`src/design/i8008_pkg.sv`:
```
`default_nettype none

package i8008_pkg;

  localparam int DATA_W    = 8;
  localparam int ADDR_W    = 14;
  localparam int NUM_REGS  = 7;
  localparam int REG_SEL_W = 3;
  localparam int FLAG_W    = 4;

  // Scratchpad indices
  localparam logic [REG_SEL_W-1:0] REG_A = 3'd0;
  localparam logic [REG_SEL_W-1:0] REG_H = 3'd5;
  localparam logic [REG_SEL_W-1:0] REG_L = 3'd6;
  localparam logic [REG_SEL_W-1:0] REG_M = 3'd7; // Memory operand code

  localparam logic [DATA_W-1:0] OP_HLT0     = 8'h00;
  localparam logic [DATA_W-1:0] OP_HLT1     = 8'h01;
  localparam logic [DATA_W-1:0] OP_HLT2     = 8'hFF;
  localparam logic [DATA_W-1:0] OP_JMP      = 8'h44;
  localparam logic [DATA_W-1:0] OP_OUT_MASK = 8'hC1; // 01 RRMMM 1 with RR nonzero

  // Top two opcode bits
  localparam logic [1:0] CLS_IMM = 2'b00;
  localparam logic [1:0] CLS_JMP = 2'b01;
  localparam logic [1:0] CLS_ALU = 2'b10;
  localparam logic [1:0] CLS_MOV = 2'b11;

  // Same codes as the 8008 S2..S0 state pins
  typedef enum logic [2:0] {
    T1      = 3'b010,
    T2      = 3'b001,
    WAIT    = 3'b000,
    T3      = 3'b100,
    T4      = 3'b111,
    T5      = 3'b101,
    STOPPED = 3'b110
  } state_t;

  typedef enum logic [1:0] {CYC1, CYC2, CYC3} cycle_t;

  typedef enum logic [1:0] {
    PCI = 2'b00,
    PCR = 2'b10,
    PCC = 2'b01,
    PCW = 2'b11
  } ctype_t;

  typedef enum logic [2:0] {ADD, ADC, SUB, SBB, AND, XOR, OR, CMP} alu_op_t;

  typedef enum logic [1:0] {RLC, RRC, RAL, RAR} rot_op_t;

  typedef enum logic [1:0] {FM_NONE, FM_ALL, FM_NO_CARRY, FM_CARRY} flag_mode_t;

  typedef enum logic [2:0] {NONE, PC_BYTE, REG, ALU, TMP_A, TMP_B, DIN, INSTR} bus_src_t;

  typedef struct packed {
    logic carry;
    logic zero;
    logic sign;
    logic parity;
  } flags_t;

  typedef union packed {
    struct packed {
      logic [1:0] cls;
      logic [2:0] ddd;
      logic [2:0] sss;
    } reg_view;
    struct packed {
      logic [1:0] cls;
      logic       sense;   // 1 jumps on a set flag
      logic [1:0] cond;    // Carry, zero, sign, parity
      logic [2:0] sub;
    } cond_view;
  } instr_u;

  // With alu_arith set, ADD and SUB step tmp_a by one and other codes rotate
  typedef struct packed {
    bus_src_t             bus_src;
    logic                 rf_we;
    logic [REG_SEL_W-1:0] rf_sel;
    logic                 tmp_a_we;
    logic                 tmp_b_we;
    logic                 ir_we;
    logic                 alu_arith;
    alu_op_t              alu_op;
    rot_op_t              rot_op;
    flag_mode_t           flag_mode;
    logic                 pc_inc;
    logic                 pc_ld_lo;
    logic                 pc_ld_hi;
    logic                 pc_hi_sel;
    ctype_t               ctype;
  } ctrl_t;

endpackage

`default_nettype wire
```
`src/design/i8008_core.sv`:
```
`timescale 1ns/1ps
`default_nettype none

module i8008_core (
  input  logic                         clk,
  input  logic                         rst,
  input  logic [i8008_pkg::DATA_W-1:0] d_in,
  input  logic                         ready,
  output logic [i8008_pkg::DATA_W-1:0] d_out,
  output logic                         sync,
  output i8008_pkg::state_t            state
);

  i8008_pkg::ctrl_t            ctrl;
  i8008_pkg::instr_u           instr;
  i8008_pkg::flags_t           flags;
  logic [i8008_pkg::DATA_W-1:0] bus;
  logic [i8008_pkg::DATA_W-1:0] rf_out;
  logic [i8008_pkg::DATA_W-1:0] alu_out;
  logic [i8008_pkg::DATA_W-1:0] pc_byte;
  logic [i8008_pkg::DATA_W-1:0] tmp_a;
  logic [i8008_pkg::DATA_W-1:0] tmp_b;

  assign d_out = bus; // Internal bus goes straight out

  fsm_decoder u_fsm (
    .clk, .rst, .ready, .instr, .flags, .ctrl, .state, .sync
  );

  bus_datapath u_datapath (
    .clk, .rst, .ctrl, .d_in, .pc_byte, .rf_out, .alu_out,
    .bus, .tmp_a, .tmp_b, .instr
  );

  reg_file u_rf (
    .clk, .rst, .ctrl, .bus, .rf_out
  );

  alu u_alu (
    .clk, .rst, .ctrl, .tmp_a, .tmp_b, .alu_out, .flags
  );

  program_counter u_pc (
    .clk, .rst, .ctrl, .bus, .pc_byte
  );

endmodule

`default_nettype wire

```
`src/design/program_counter.sv`:
```
`timescale 1ns/1ps
`default_nettype none

module program_counter (
  input  logic                         clk,
  input  logic                         rst,
  input  i8008_pkg::ctrl_t             ctrl,
  input  logic [i8008_pkg::DATA_W-1:0] bus,
  output logic [i8008_pkg::DATA_W-1:0] pc_byte
);

  localparam int HI_W = i8008_pkg::ADDR_W - i8008_pkg::DATA_W;

  logic [i8008_pkg::ADDR_W-1:0] pc;

  always_ff @(posedge clk) begin
    if (rst) begin
      pc <= '0;
    end else if (ctrl.pc_inc) begin
      pc <= pc + 1'b1;
    end else begin
      if (ctrl.pc_ld_lo) pc[i8008_pkg::DATA_W-1:0] <= bus;
      if (ctrl.pc_ld_hi) pc[i8008_pkg::ADDR_W-1:i8008_pkg::DATA_W] <= bus[HI_W-1:0];
    end
  end

  // T2 byte carries the cycle type above the six high address bits
  assign pc_byte = ctrl.pc_hi_sel ? {ctrl.ctype, pc[i8008_pkg::ADDR_W-1:i8008_pkg::DATA_W]}
                                  : pc[i8008_pkg::DATA_W-1:0];

  a_inc_xor_load: assert property (@(posedge clk) disable iff (rst)
    ctrl.pc_inc |-> !(ctrl.pc_ld_lo || ctrl.pc_ld_hi))
    else $error("program counter increment and load in the same state");

endmodule

`default_nettype wire

```
`src/design/alu.sv`:
```
`timescale 1ns/1ps
`default_nettype none

module alu (
  input  logic                         clk,
  input  logic                         rst,
  input  i8008_pkg::ctrl_t             ctrl,
  input  logic [i8008_pkg::DATA_W-1:0] tmp_a,
  input  logic [i8008_pkg::DATA_W-1:0] tmp_b,
  output logic [i8008_pkg::DATA_W-1:0] alu_out,
  output i8008_pkg::flags_t            flags
);

  logic [i8008_pkg::DATA_W:0]   sum;   // Top bit is carry or borrow
  logic [i8008_pkg::DATA_W-1:0] res;
  logic                         cy;
  i8008_pkg::flags_t            flags_nxt;

  always_comb begin
    sum = '0;
    res = tmp_a;
    cy = flags.carry;
    if (ctrl.alu_arith) begin
      if (ctrl.alu_op == i8008_pkg::ADD) begin
        res = tmp_a + 8'd1;
      end else if (ctrl.alu_op == i8008_pkg::SUB) begin
        res = tmp_a - 8'd1;
      end else begin
        case (ctrl.rot_op)
          i8008_pkg::RLC: {cy, res} = {tmp_a[7], tmp_a[6:0], tmp_a[7]};
          i8008_pkg::RRC: {cy, res} = {tmp_a[0], tmp_a[0], tmp_a[7:1]};
          i8008_pkg::RAL: {cy, res} = {tmp_a, flags.carry};   // Through carry
          default:        {res, cy} = {flags.carry, tmp_a};
        endcase
      end
    end else begin
      case (ctrl.alu_op)
        i8008_pkg::ADD: sum = {1'b0, tmp_a} + {1'b0, tmp_b};
        i8008_pkg::ADC: sum = {1'b0, tmp_a} + {1'b0, tmp_b} + {8'd0, flags.carry};
        i8008_pkg::SBB: sum = {1'b0, tmp_a} - {1'b0, tmp_b} - {8'd0, flags.carry};
        i8008_pkg::AND: sum = {1'b0, tmp_a & tmp_b};
        i8008_pkg::XOR: sum = {1'b0, tmp_a ^ tmp_b};
        i8008_pkg::OR:  sum = {1'b0, tmp_a | tmp_b};
        default:        sum = {1'b0, tmp_a} - {1'b0, tmp_b};   // SUB and CMP
      endcase
      res = sum[i8008_pkg::DATA_W-1:0];
      cy = sum[i8008_pkg::DATA_W];
    end
  end

  // Compare only sets flags
  assign alu_out = (!ctrl.alu_arith && ctrl.alu_op == i8008_pkg::CMP) ? tmp_a : res;

  always_comb begin
    flags_nxt.carry = cy;
    flags_nxt.zero = ~|res;
    flags_nxt.sign = res[i8008_pkg::DATA_W-1];
    flags_nxt.parity = ~^res;   // Even number of ones
  end

  always_ff @(posedge clk) begin
    if (rst) begin
      flags <= '0;
    end else begin
      case (ctrl.flag_mode)
        i8008_pkg::FM_ALL:      flags <= flags_nxt;
        i8008_pkg::FM_NO_CARRY: flags <= {flags.carry, flags_nxt.zero, flags_nxt.sign,
                                          flags_nxt.parity};
        i8008_pkg::FM_CARRY:    flags.carry <= cy;
        default:                flags <= flags;
      endcase
    end
  end

endmodule

`default_nettype wire

```
`src/design/reg_file.sv`:
```
`timescale 1ns/1ps
`default_nettype none

module reg_file (
  input  logic                         clk,
  input  logic                         rst,
  input  i8008_pkg::ctrl_t             ctrl,
  input  logic [i8008_pkg::DATA_W-1:0] bus,
  output logic [i8008_pkg::DATA_W-1:0] rf_out
);

  logic [i8008_pkg::DATA_W-1:0] regs [i8008_pkg::NUM_REGS];

  always_ff @(posedge clk) begin
    if (rst) begin
      for (int i = 0; i < i8008_pkg::NUM_REGS; i++) begin
        regs[i] <= '0;
      end
    end else if (ctrl.rf_we) begin
      regs[ctrl.rf_sel] <= bus;
    end
  end

  // Code 7 has no register behind it
  assign rf_out = (ctrl.rf_sel == i8008_pkg::REG_M) ? '0 : regs[ctrl.rf_sel];

  a_no_m_write: assert property (@(posedge clk) disable iff (rst)
    ctrl.rf_we |-> ctrl.rf_sel != i8008_pkg::REG_M)
    else $error("register write addressed to the memory code");

endmodule

`default_nettype wire

```
`src/design/bus_datapath.sv`:
```
`timescale 1ns/1ps
`default_nettype none

module bus_datapath (
  input  logic                         clk,
  input  logic                         rst,
  input  i8008_pkg::ctrl_t             ctrl,
  input  logic [i8008_pkg::DATA_W-1:0] d_in,
  input  logic [i8008_pkg::DATA_W-1:0] pc_byte,
  input  logic [i8008_pkg::DATA_W-1:0] rf_out,
  input  logic [i8008_pkg::DATA_W-1:0] alu_out,
  output logic [i8008_pkg::DATA_W-1:0] bus,
  output logic [i8008_pkg::DATA_W-1:0] tmp_a,
  output logic [i8008_pkg::DATA_W-1:0] tmp_b,
  output i8008_pkg::instr_u            instr
);

  logic [i8008_pkg::DATA_W-1:0] ir_q;

  always_comb begin
    case (ctrl.bus_src)
      i8008_pkg::PC_BYTE: bus = pc_byte;
      i8008_pkg::REG:     bus = rf_out;
      i8008_pkg::ALU:     bus = alu_out;
      i8008_pkg::TMP_A:   bus = tmp_a;
      i8008_pkg::TMP_B:   bus = tmp_b;
      i8008_pkg::DIN:     bus = d_in;
      i8008_pkg::INSTR:   bus = ir_q;
      default:            bus = '0;   // Idle bus
    endcase
  end

  // Opcode is visible to the decoder already in the T3 that fetches it
  assign instr = ctrl.ir_we ? d_in : ir_q;

  always_ff @(posedge clk) begin
    if (rst) begin
      ir_q <= '0;
    end else if (ctrl.ir_we) begin
      ir_q <= d_in;
    end
  end

  always_ff @(posedge clk) begin
    if (ctrl.tmp_a_we) tmp_a <= bus;
    if (ctrl.tmp_b_we) tmp_b <= bus;
  end

  a_ir_only_pci: assert property (@(posedge clk) disable iff (rst)
    ctrl.ir_we |-> ctrl.ctype == i8008_pkg::PCI)
    else $error("instruction register loaded outside a PCI cycle");

endmodule

`default_nettype wire

```
`src/design/fsm_decoder.sv`:
```
`timescale 1ns/1ps
`default_nettype none

module fsm_decoder (
  input  logic              clk,
  input  logic              rst,
  input  logic              ready,
  input  i8008_pkg::instr_u instr,
  input  i8008_pkg::flags_t flags,
  output i8008_pkg::ctrl_t  ctrl,
  output i8008_pkg::state_t state,
  output logic              sync
);

  i8008_pkg::state_t next_state;
  i8008_pkg::cycle_t cycle;
  i8008_pkg::cycle_t next_cycle;
  i8008_pkg::ctype_t cyc_type;
  logic [1:0] cls;
  logic [2:0] ddd;
  logic [2:0] sss;
  logic is_hlt, is_mov, is_alur, is_lri, is_alui, is_incdec, is_rot;
  logic is_jmp, is_jcc, is_out, out_cyc;
  logic cond_flag, taken;

  assign cls = instr.reg_view.cls;
  assign ddd = instr.reg_view.ddd;
  assign sss = instr.reg_view.sss;
  assign sync = (state == i8008_pkg::T1) || (state == i8008_pkg::T2);

  // Memory operand forms, calls, returns and INP decode to nothing
  always_comb begin
    is_hlt = (instr == i8008_pkg::OP_HLT0) || (instr == i8008_pkg::OP_HLT1) ||
             (instr == i8008_pkg::OP_HLT2);
    is_mov = (cls == i8008_pkg::CLS_MOV) && (ddd != i8008_pkg::REG_M) &&
             (sss != i8008_pkg::REG_M);
    is_alur = (cls == i8008_pkg::CLS_ALU) && (sss != i8008_pkg::REG_M);
    is_lri = (cls == i8008_pkg::CLS_IMM) && (sss == 3'b110) && (ddd != i8008_pkg::REG_M);
    is_alui = (cls == i8008_pkg::CLS_IMM) && (sss == 3'b100);
    is_incdec = (cls == i8008_pkg::CLS_IMM) && (sss[2:1] == 2'b00) &&
                (ddd != i8008_pkg::REG_A) && (ddd != i8008_pkg::REG_M);
    is_rot = (cls == i8008_pkg::CLS_IMM) && (sss == 3'b010) && !ddd[2];
    is_jmp = (instr.cond_view.cls == i8008_pkg::CLS_JMP) &&
             (instr.cond_view.sub == i8008_pkg::OP_JMP[2:0]);
    is_jcc = (instr.cond_view.cls == i8008_pkg::CLS_JMP) && (instr.cond_view.sub == 3'b000);
    is_out = ((instr & i8008_pkg::OP_OUT_MASK) == {i8008_pkg::CLS_JMP, 6'b000001}) &&
             (ddd[2:1] != 2'b00);
  end

  always_comb begin
    case (instr.cond_view.cond)
      2'd0:    cond_flag = flags.carry;
      2'd1:    cond_flag = flags.zero;
      2'd2:    cond_flag = flags.sign;
      default: cond_flag = flags.parity;
    endcase
    taken = (cond_flag == instr.cond_view.sense);
  end

  assign out_cyc = (cycle == i8008_pkg::CYC2) && is_out;

  always_comb begin
    case (cycle)
      i8008_pkg::CYC1: cyc_type = i8008_pkg::PCI;
      i8008_pkg::CYC2: cyc_type = is_out ? i8008_pkg::PCC : i8008_pkg::PCR;
      default:         cyc_type = i8008_pkg::PCR;
    endcase
  end

  always_comb begin
    next_state = state;
    next_cycle = cycle;
    case (state)
      i8008_pkg::T1: next_state = i8008_pkg::T2;
      i8008_pkg::T2: begin
        if (out_cyc) begin
          next_state = i8008_pkg::T1;  // PCC cycle has no T3
          next_cycle = i8008_pkg::CYC1;
        end else begin
          next_state = ready ? i8008_pkg::T3 : i8008_pkg::WAIT;
        end
      end
      i8008_pkg::WAIT: next_state = ready ? i8008_pkg::T3 : i8008_pkg::WAIT;
      i8008_pkg::T3: begin
        next_state = i8008_pkg::T4;
        if (cycle == i8008_pkg::CYC1) begin
          if (is_hlt) begin
            next_state = i8008_pkg::STOPPED;
          end else if (is_lri || is_alui || is_jmp || is_jcc || is_out) begin
            next_state = i8008_pkg::T1;
            next_cycle = i8008_pkg::CYC2;
          end
        end else if (cycle == i8008_pkg::CYC2) begin
          if (is_jmp || is_jcc) begin
            next_state = i8008_pkg::T1;
            next_cycle = i8008_pkg::CYC3;
          end
        end else if (is_jcc && !taken) begin
          next_state = i8008_pkg::T1;
          next_cycle = i8008_pkg::CYC1;
        end
      end
      i8008_pkg::T4: next_state = i8008_pkg::T5;
      i8008_pkg::STOPPED: next_state = i8008_pkg::STOPPED;  // Left only by reset
      default: begin
        next_state = i8008_pkg::T1;
        next_cycle = i8008_pkg::CYC1;
      end
    endcase
  end

  always_comb begin
    ctrl = '0;
    ctrl.ctype = cyc_type;
    case (state)
      i8008_pkg::T1: ctrl.bus_src = out_cyc ? i8008_pkg::TMP_A : i8008_pkg::PC_BYTE;
      i8008_pkg::T2: begin
        if (out_cyc) begin
          ctrl.bus_src = i8008_pkg::INSTR;
        end else begin
          ctrl.bus_src = i8008_pkg::PC_BYTE;
          ctrl.pc_hi_sel = 1'b1;
          ctrl.pc_inc = 1'b1;
        end
      end
      i8008_pkg::T3: begin
        if (cycle == i8008_pkg::CYC1) begin
          // Accumulator preloads tmp_a while the opcode is latched
          ctrl.bus_src = i8008_pkg::REG;
          ctrl.rf_sel = i8008_pkg::REG_A;
          ctrl.tmp_a_we = 1'b1;
          ctrl.ir_we = 1'b1;
        end else begin
          ctrl.bus_src = i8008_pkg::DIN;
          ctrl.tmp_b_we = (cycle == i8008_pkg::CYC2);  // Immediate or low address
          ctrl.tmp_a_we = (cycle == i8008_pkg::CYC3);  // High address
        end
      end
      i8008_pkg::T4: begin
        if (cycle == i8008_pkg::CYC3) begin
          ctrl.bus_src = i8008_pkg::TMP_A;
          ctrl.pc_ld_hi = 1'b1;
        end else if (cycle == i8008_pkg::CYC1 && (is_mov || is_alur)) begin
          ctrl.bus_src = i8008_pkg::REG;
          ctrl.rf_sel = sss;
          ctrl.tmp_b_we = 1'b1;
        end else if (cycle == i8008_pkg::CYC1 && is_incdec) begin
          ctrl.bus_src = i8008_pkg::REG;
          ctrl.rf_sel = ddd;
          ctrl.tmp_a_we = 1'b1;
        end
      end
      i8008_pkg::T5: begin
        if (cycle == i8008_pkg::CYC3) begin
          ctrl.bus_src = i8008_pkg::TMP_B;
          ctrl.pc_ld_lo = 1'b1;
        end else if ((cycle == i8008_pkg::CYC1 && is_mov) ||
                     (cycle == i8008_pkg::CYC2 && is_lri)) begin
          ctrl.bus_src = i8008_pkg::TMP_B;
          ctrl.rf_sel = ddd;
          ctrl.rf_we = 1'b1;
        end else if ((cycle == i8008_pkg::CYC1 && is_alur) ||
                     (cycle == i8008_pkg::CYC2 && is_alui)) begin
          ctrl.bus_src = i8008_pkg::ALU;
          ctrl.rf_sel = i8008_pkg::REG_A;
          ctrl.rf_we = 1'b1;
          ctrl.alu_op = i8008_pkg::alu_op_t'(ddd);
          ctrl.flag_mode = i8008_pkg::FM_ALL;
        end else if (cycle == i8008_pkg::CYC1 && (is_incdec || is_rot)) begin
          ctrl.bus_src = i8008_pkg::ALU;
          ctrl.rf_sel = is_rot ? i8008_pkg::REG_A : ddd;
          ctrl.rf_we = 1'b1;
          ctrl.alu_arith = 1'b1;
          if (is_rot) begin
            ctrl.alu_op = i8008_pkg::CMP;
            ctrl.rot_op = i8008_pkg::rot_op_t'(ddd[1:0]);
            ctrl.flag_mode = i8008_pkg::FM_CARRY;
          end else begin
            ctrl.alu_op = sss[0] ? i8008_pkg::SUB : i8008_pkg::ADD;
            ctrl.flag_mode = i8008_pkg::FM_NO_CARRY;
          end
        end
      end
      default: ctrl.bus_src = i8008_pkg::NONE;
    endcase
  end

  always_ff @(posedge clk) begin
    if (rst) begin
      state <= i8008_pkg::T1;
      cycle <= i8008_pkg::CYC1;
    end else begin
      state <= next_state;
      cycle <= next_cycle;
    end
  end

  a_state_legal: assert property (@(posedge clk) disable iff (rst)
    state inside {i8008_pkg::T1, i8008_pkg::T2, i8008_pkg::WAIT, i8008_pkg::T3,
                  i8008_pkg::T4, i8008_pkg::T5, i8008_pkg::STOPPED})
    else $error("state register holds an unused encoding");

  a_no_mem_operand: assert property (@(posedge clk) disable iff (rst)
    (ctrl.rf_we || ctrl.bus_src == i8008_pkg::REG) |-> ctrl.rf_sel != i8008_pkg::REG_M)
    else $error("register access decoded with the memory code");

endmodule

`default_nettype wire

```
`config.mk`:
```
export PLATFORM = sky130hd
export DESIGN_NAME = i8008_core
export DESIGN_NICKNAME = d
export VERILOG_FILES = /design/src/design/i8008_pkg.sv /design/src/design/i8008_core.sv /design/src/design/program_counter.sv /design/src/design/alu.sv /design/src/design/reg_file.sv /design/src/design/bus_datapath.sv /design/src/design/fsm_decoder.sv
export SDC_FILE = /design/constraint.sdc
export NUM_CORES = 1
export LEC_CHECK = 0
export BUFFER_PORTS_ARGS = -buffer_cell sky130_fd_sc_hd__buf_2
export CAP_MARGIN = 20
export CORE_ASPECT_RATIO = 0.9
export CORE_UTILIZATION = 60
export DETAILED_ROUTE_END_ITERATION = 7
export PLACE_DENSITY = 0.85
export SETUP_SLACK_MARGIN = 0.3
export SLEW_MARGIN = 10
export SYNTH_ARGS = -nofsm -noshare
export SYNTH_HDL_FRONTEND = slang
export SYNTH_SLANG_ARGS = --single-unit
```
`constraint.sdc`:
```
create_clock -name clk -period 5 [get_ports clk]
set_clock_uncertainty 0.1 [all_clocks]
set_input_delay 0.25 -clock clk [delete_from_list [all_inputs] [get_ports clk]]
set_output_delay 0.25 -clock clk [all_outputs]
set_load 0.05 [all_outputs]
```
==> results.toml <==
[clock_tree]
tritoncts = "yes"
cts-buffers-inserted = 9
cts.reportedPaths.clkPinSlew_ns = 0.07
clk_path_buf_depth = 2
insertion_delay_ns = 0.36
cts.htree.levels = 3
cts_hold_fix_bufs = 0
clock_sink_count = 103
cts_root_buffer = "sky130_fd_sc_hd__clkbuf_16"

[logic_synthesis]
synthesis.area_um2 = 8590
synth_edf_count = 64
synth-main-ff-cell = "sky130_fd_sc_hd__edfxtp_1"
synth_fp_nets = 1111
yosysUniqueCellTypes = 91
synth.yosys.warnings = 0
syn_area_per_cell_um2 = 8.10
syn-instance-count = 1061
synth_async_sr_flop_share = 0
yosysSeqAreaShare = 0.315
post_synthesis_register_bit_count = 103

[floorplanning]
initial_utilization = 0.613
row_count = 41
ios = 23
core_outline_area_um2 = 14000
die_y_um = 116
floorplan.die_area_um2 = 14800
die_w_um = 128

[timing]
max_slew.worst_pin.slew_ns = 0.871
rsz0062_at_grt = "yes"
fin_crit_sh = 0.921
final_critical_path_setup_slack_ns = 0.395
relSlewSlack = 0.418
finalSetupTns_ns = 0
final_max_slew_viol_count = 0
finalHoldViolations = 0
post-route-min-period_ns = 4.60
clock.fmax_mhz = 217
final_setup_fails = 0

[outcome]
failed_checks = "DRC"
run_status = "finished, violations left"

[power_and_ir_drop]
irDropWorstVdd_uv = 360
pwr_density_cell_nw_per_um2 = 243
power.leakage_nw = 3.45
power_mw = 2.27

[worst_setup_path]
end_kind = "output port"
setup.worst_path.class = "reg -> out"
crit_path_start_kind = "flop"
crit_required_ns = 4.65
reg2reg_setup_slack_ns = 0.69
worstPathMaxFanout = 16
timing.critical_path.arrival_ns = 4.25

[route]
detailed_route_via_count = 8918
pre_antenna_drt_iters = 8
viasPerCell = 7.08
detail_route.drc_violations = 1
drt.antenna.violating_nets = 0
route.detailed.wl_per_inst_um = 22.6
detailedRoute.firstIterationViolations = 1251
postRouteWirelength_mm = 28.5

[global_route]
number_of_antenna_violations_at_the_first_check_in_global_routing = 0
number_of_global_route_vias_before_repair = 8071
grt_pass1_wl_mm = 44.2
global_route.overflow_total = 0
global_route.usage.total = 0.390
grt_max_degree = 46

[layout]
design.final.nets = 1112
num_antenna_cells = 0
drive_gt1_frac = 0.138
layout.cells.most_common_list = "138 x sky130_fd_sc_hd__nor2_1, 75 x sky130_fd_sc_hd__nand2_1, 67 x sky130_fd_sc_hd__a21oi_1"
flow.area_growth_from_synthesis_pct = 9.03
fillerInstances = 1156
layout_commonest_cell = "sky130_fd_sc_hd__nor2_1"
finalCoreUtilization = 0.669

[place]
buffer_ports.inserted = 22
detailed_place_hpwl_mm = 20.3
placement.setup.worst_slack_ns = 0.409
gp_routability_congestion = 1.06

[hold_path]
hold_path_class = "in -> reg"

[flow_run]
maxCapViolations = 0
==> per-stage QoR <==
step | area [um^2] | std cells | hold slack (ns)
after floorplan | 8590 | 1061 | 0.286
after CTS | 9200 | 1256 | 0.110
after detailed placement | 8880 | 1236 | 0.377
after global placement | 8880 | 1236 | 0.367
final | 9370 | 1260 | 0.113
after global routing | 9370 | 1260 | 0.119
==> report_power, final <==
part,switching (mW),internal [mW]
clock network,0.339,0.347
logic,0.408,0.211
registers,0.0374,0.930
total,0.784,1.49
==> worst max-delay path, stage by stage (launching register included) <==
cell	delay, ns
sky130_fd_sc_hd__dfxtp_1	0.33
sky130_fd_sc_hd__buf_4	0.20
sky130_fd_sc_hd__nor3b_4	0.26
sky130_fd_sc_hd__buf_4	0.23
sky130_fd_sc_hd__nand2_1	0.19
sky130_fd_sc_hd__mux2_2	0.45
sky130_fd_sc_hd__a21o_1	0.28
sky130_fd_sc_hd__o21bai_1	0.42
sky130_fd_sc_hd__nor2_1	0.15
sky130_fd_sc_hd__or2_2	0.34
sky130_fd_sc_hd__a21oi_1	0.21
sky130_fd_sc_hd__o221a_2	0.42
sky130_fd_sc_hd__inv_1	0.16
sky130_fd_sc_hd__buf_2	0.24
==> logic make-up (layout without fill, tap and decap cells) <==
| family | count (synthesis) | count (layout) | share of synthesized area |
|---|---|---|---|
| and+or+nand+nor | 427 | 427 | 0.247 |
| AOI/OAI and AO/OA | 311 | 311 | 0.254 |
| buffers and inverters | 121 | 127 | 0.0590 |
| DFF | 103 | 103 | 0.315 |
| adders and majority gates | 39 | 39 | 0.0585 |
| xor gates and xnor gates | 32 | 32 | 0.0326 |
| muxes | 28 | 28 | 0.0344 |
==> final timing paths <==
path / to / start / depth (start not counted)
worst max-delay path: d_out[0] / u_fsm.state[2] / 13
worst min-delay path: u_fsm.state[2] / ready / 3
worst max register to register: u_alu.flags[0] / u_fsm.state[1] / 15
worst min register to register: u_rf.regs[6][3] / u_rf.regs[6][3] / 2
==> cells in the mapped netlist, types with 14 or more instances <==
| cell | n | share of area |
|---|---|---|
| sky130_fd_sc_hd__dfxtp_1 | 39 | 0.091 |
| sky130_fd_sc_hd__nand2b_1 | 20 | 0.015 |
| sky130_fd_sc_hd__edfxtp_1 | 64 | 0.22 |
| sky130_fd_sc_hd__mux2i_1 | 16 | 0.019 |
| sky130_fd_sc_hd__and3_1 | 22 | 0.016 |
| sky130_fd_sc_hd__nor3_1 | 33 | 0.019 |
| sky130_fd_sc_hd__o21ai_0 | 56 | 0.033 |
| sky130_fd_sc_hd__a211oi_1 | 16 | 0.014 |
| sky130_fd_sc_hd__inv_1 | 45 | 0.020 |
| sky130_fd_sc_hd__clkbuf_1 | 49 | 0.021 |
| sky130_fd_sc_hd__nand4_1 | 17 | 0.012 |
| sky130_fd_sc_hd__ha_1 | 37 | 0.054 |
| sky130_fd_sc_hd__nand2_1 | 75 | 0.033 |
| sky130_fd_sc_hd__buf_2 | 18 | 0.010 |
| sky130_fd_sc_hd__a31oi_1 | 18 | 0.013 |
| sky130_fd_sc_hd__o22ai_1 | 14 | 0.010 |
| sky130_fd_sc_hd__xnor2_1 | 20 | 0.020 |
| sky130_fd_sc_hd__a21oi_1 | 71 | 0.041 |
| sky130_fd_sc_hd__nand3_1 | 45 | 0.026 |
| sky130_fd_sc_hd__nor2_1 | 138 | 0.060 |
==> registers in the layout (all words and copies together) (netlist names) <==
| register | cells |
|---|---|
| u_alu.flags | 4 |
| u_datapath.ir_q | 8 |
| u_datapath.tmp_a | 8 |
| u_datapath.tmp_b | 8 |
| u_fsm.cycle | 2 |
| u_fsm.state | 3 |
| u_pc.pc | 14 |
| u_rf.regs | 56 |
==> layout make-up <==
type	instances	area (um^2)	share of cell area
clock buffers	10	229	0.0244
multi-input cells	837	5520	0.590
well taps	193	241	0.0258
clock inverters	6	52.6	0.00561
flip-flops and latches	103	2700	0.289
inverters	46	173	0.0184
repair buffers	65	447	0.0477
==> repair_timing <==
item | CTS | global route
setup endpoints to repair | 7 | 9
pin swaps | 1 | 1
setup buffers | 4 | 4
resized for setup | 3 | 28
hold endpoints to repair | 0 | 0
==> layer usage <==
| metal | share of wire | wire length, um | vias up | track usage |
|---|---|---|---|---|
| met5 | 0 | 0 | - | 0 |
| met4 | 0.053 | 1500 | 0 | 0.214 |
| li1 | - | - | 3975 | - |
| met3 | 0.12 | 3360 | 128 | 0.0748 |
| met1 | 0.39 | 11200 | 4109 | 0.524 |
| met2 | 0.44 | 12400 | 706 | 0.594 |
Note: power is estimated with default switching activity, not from simulation.
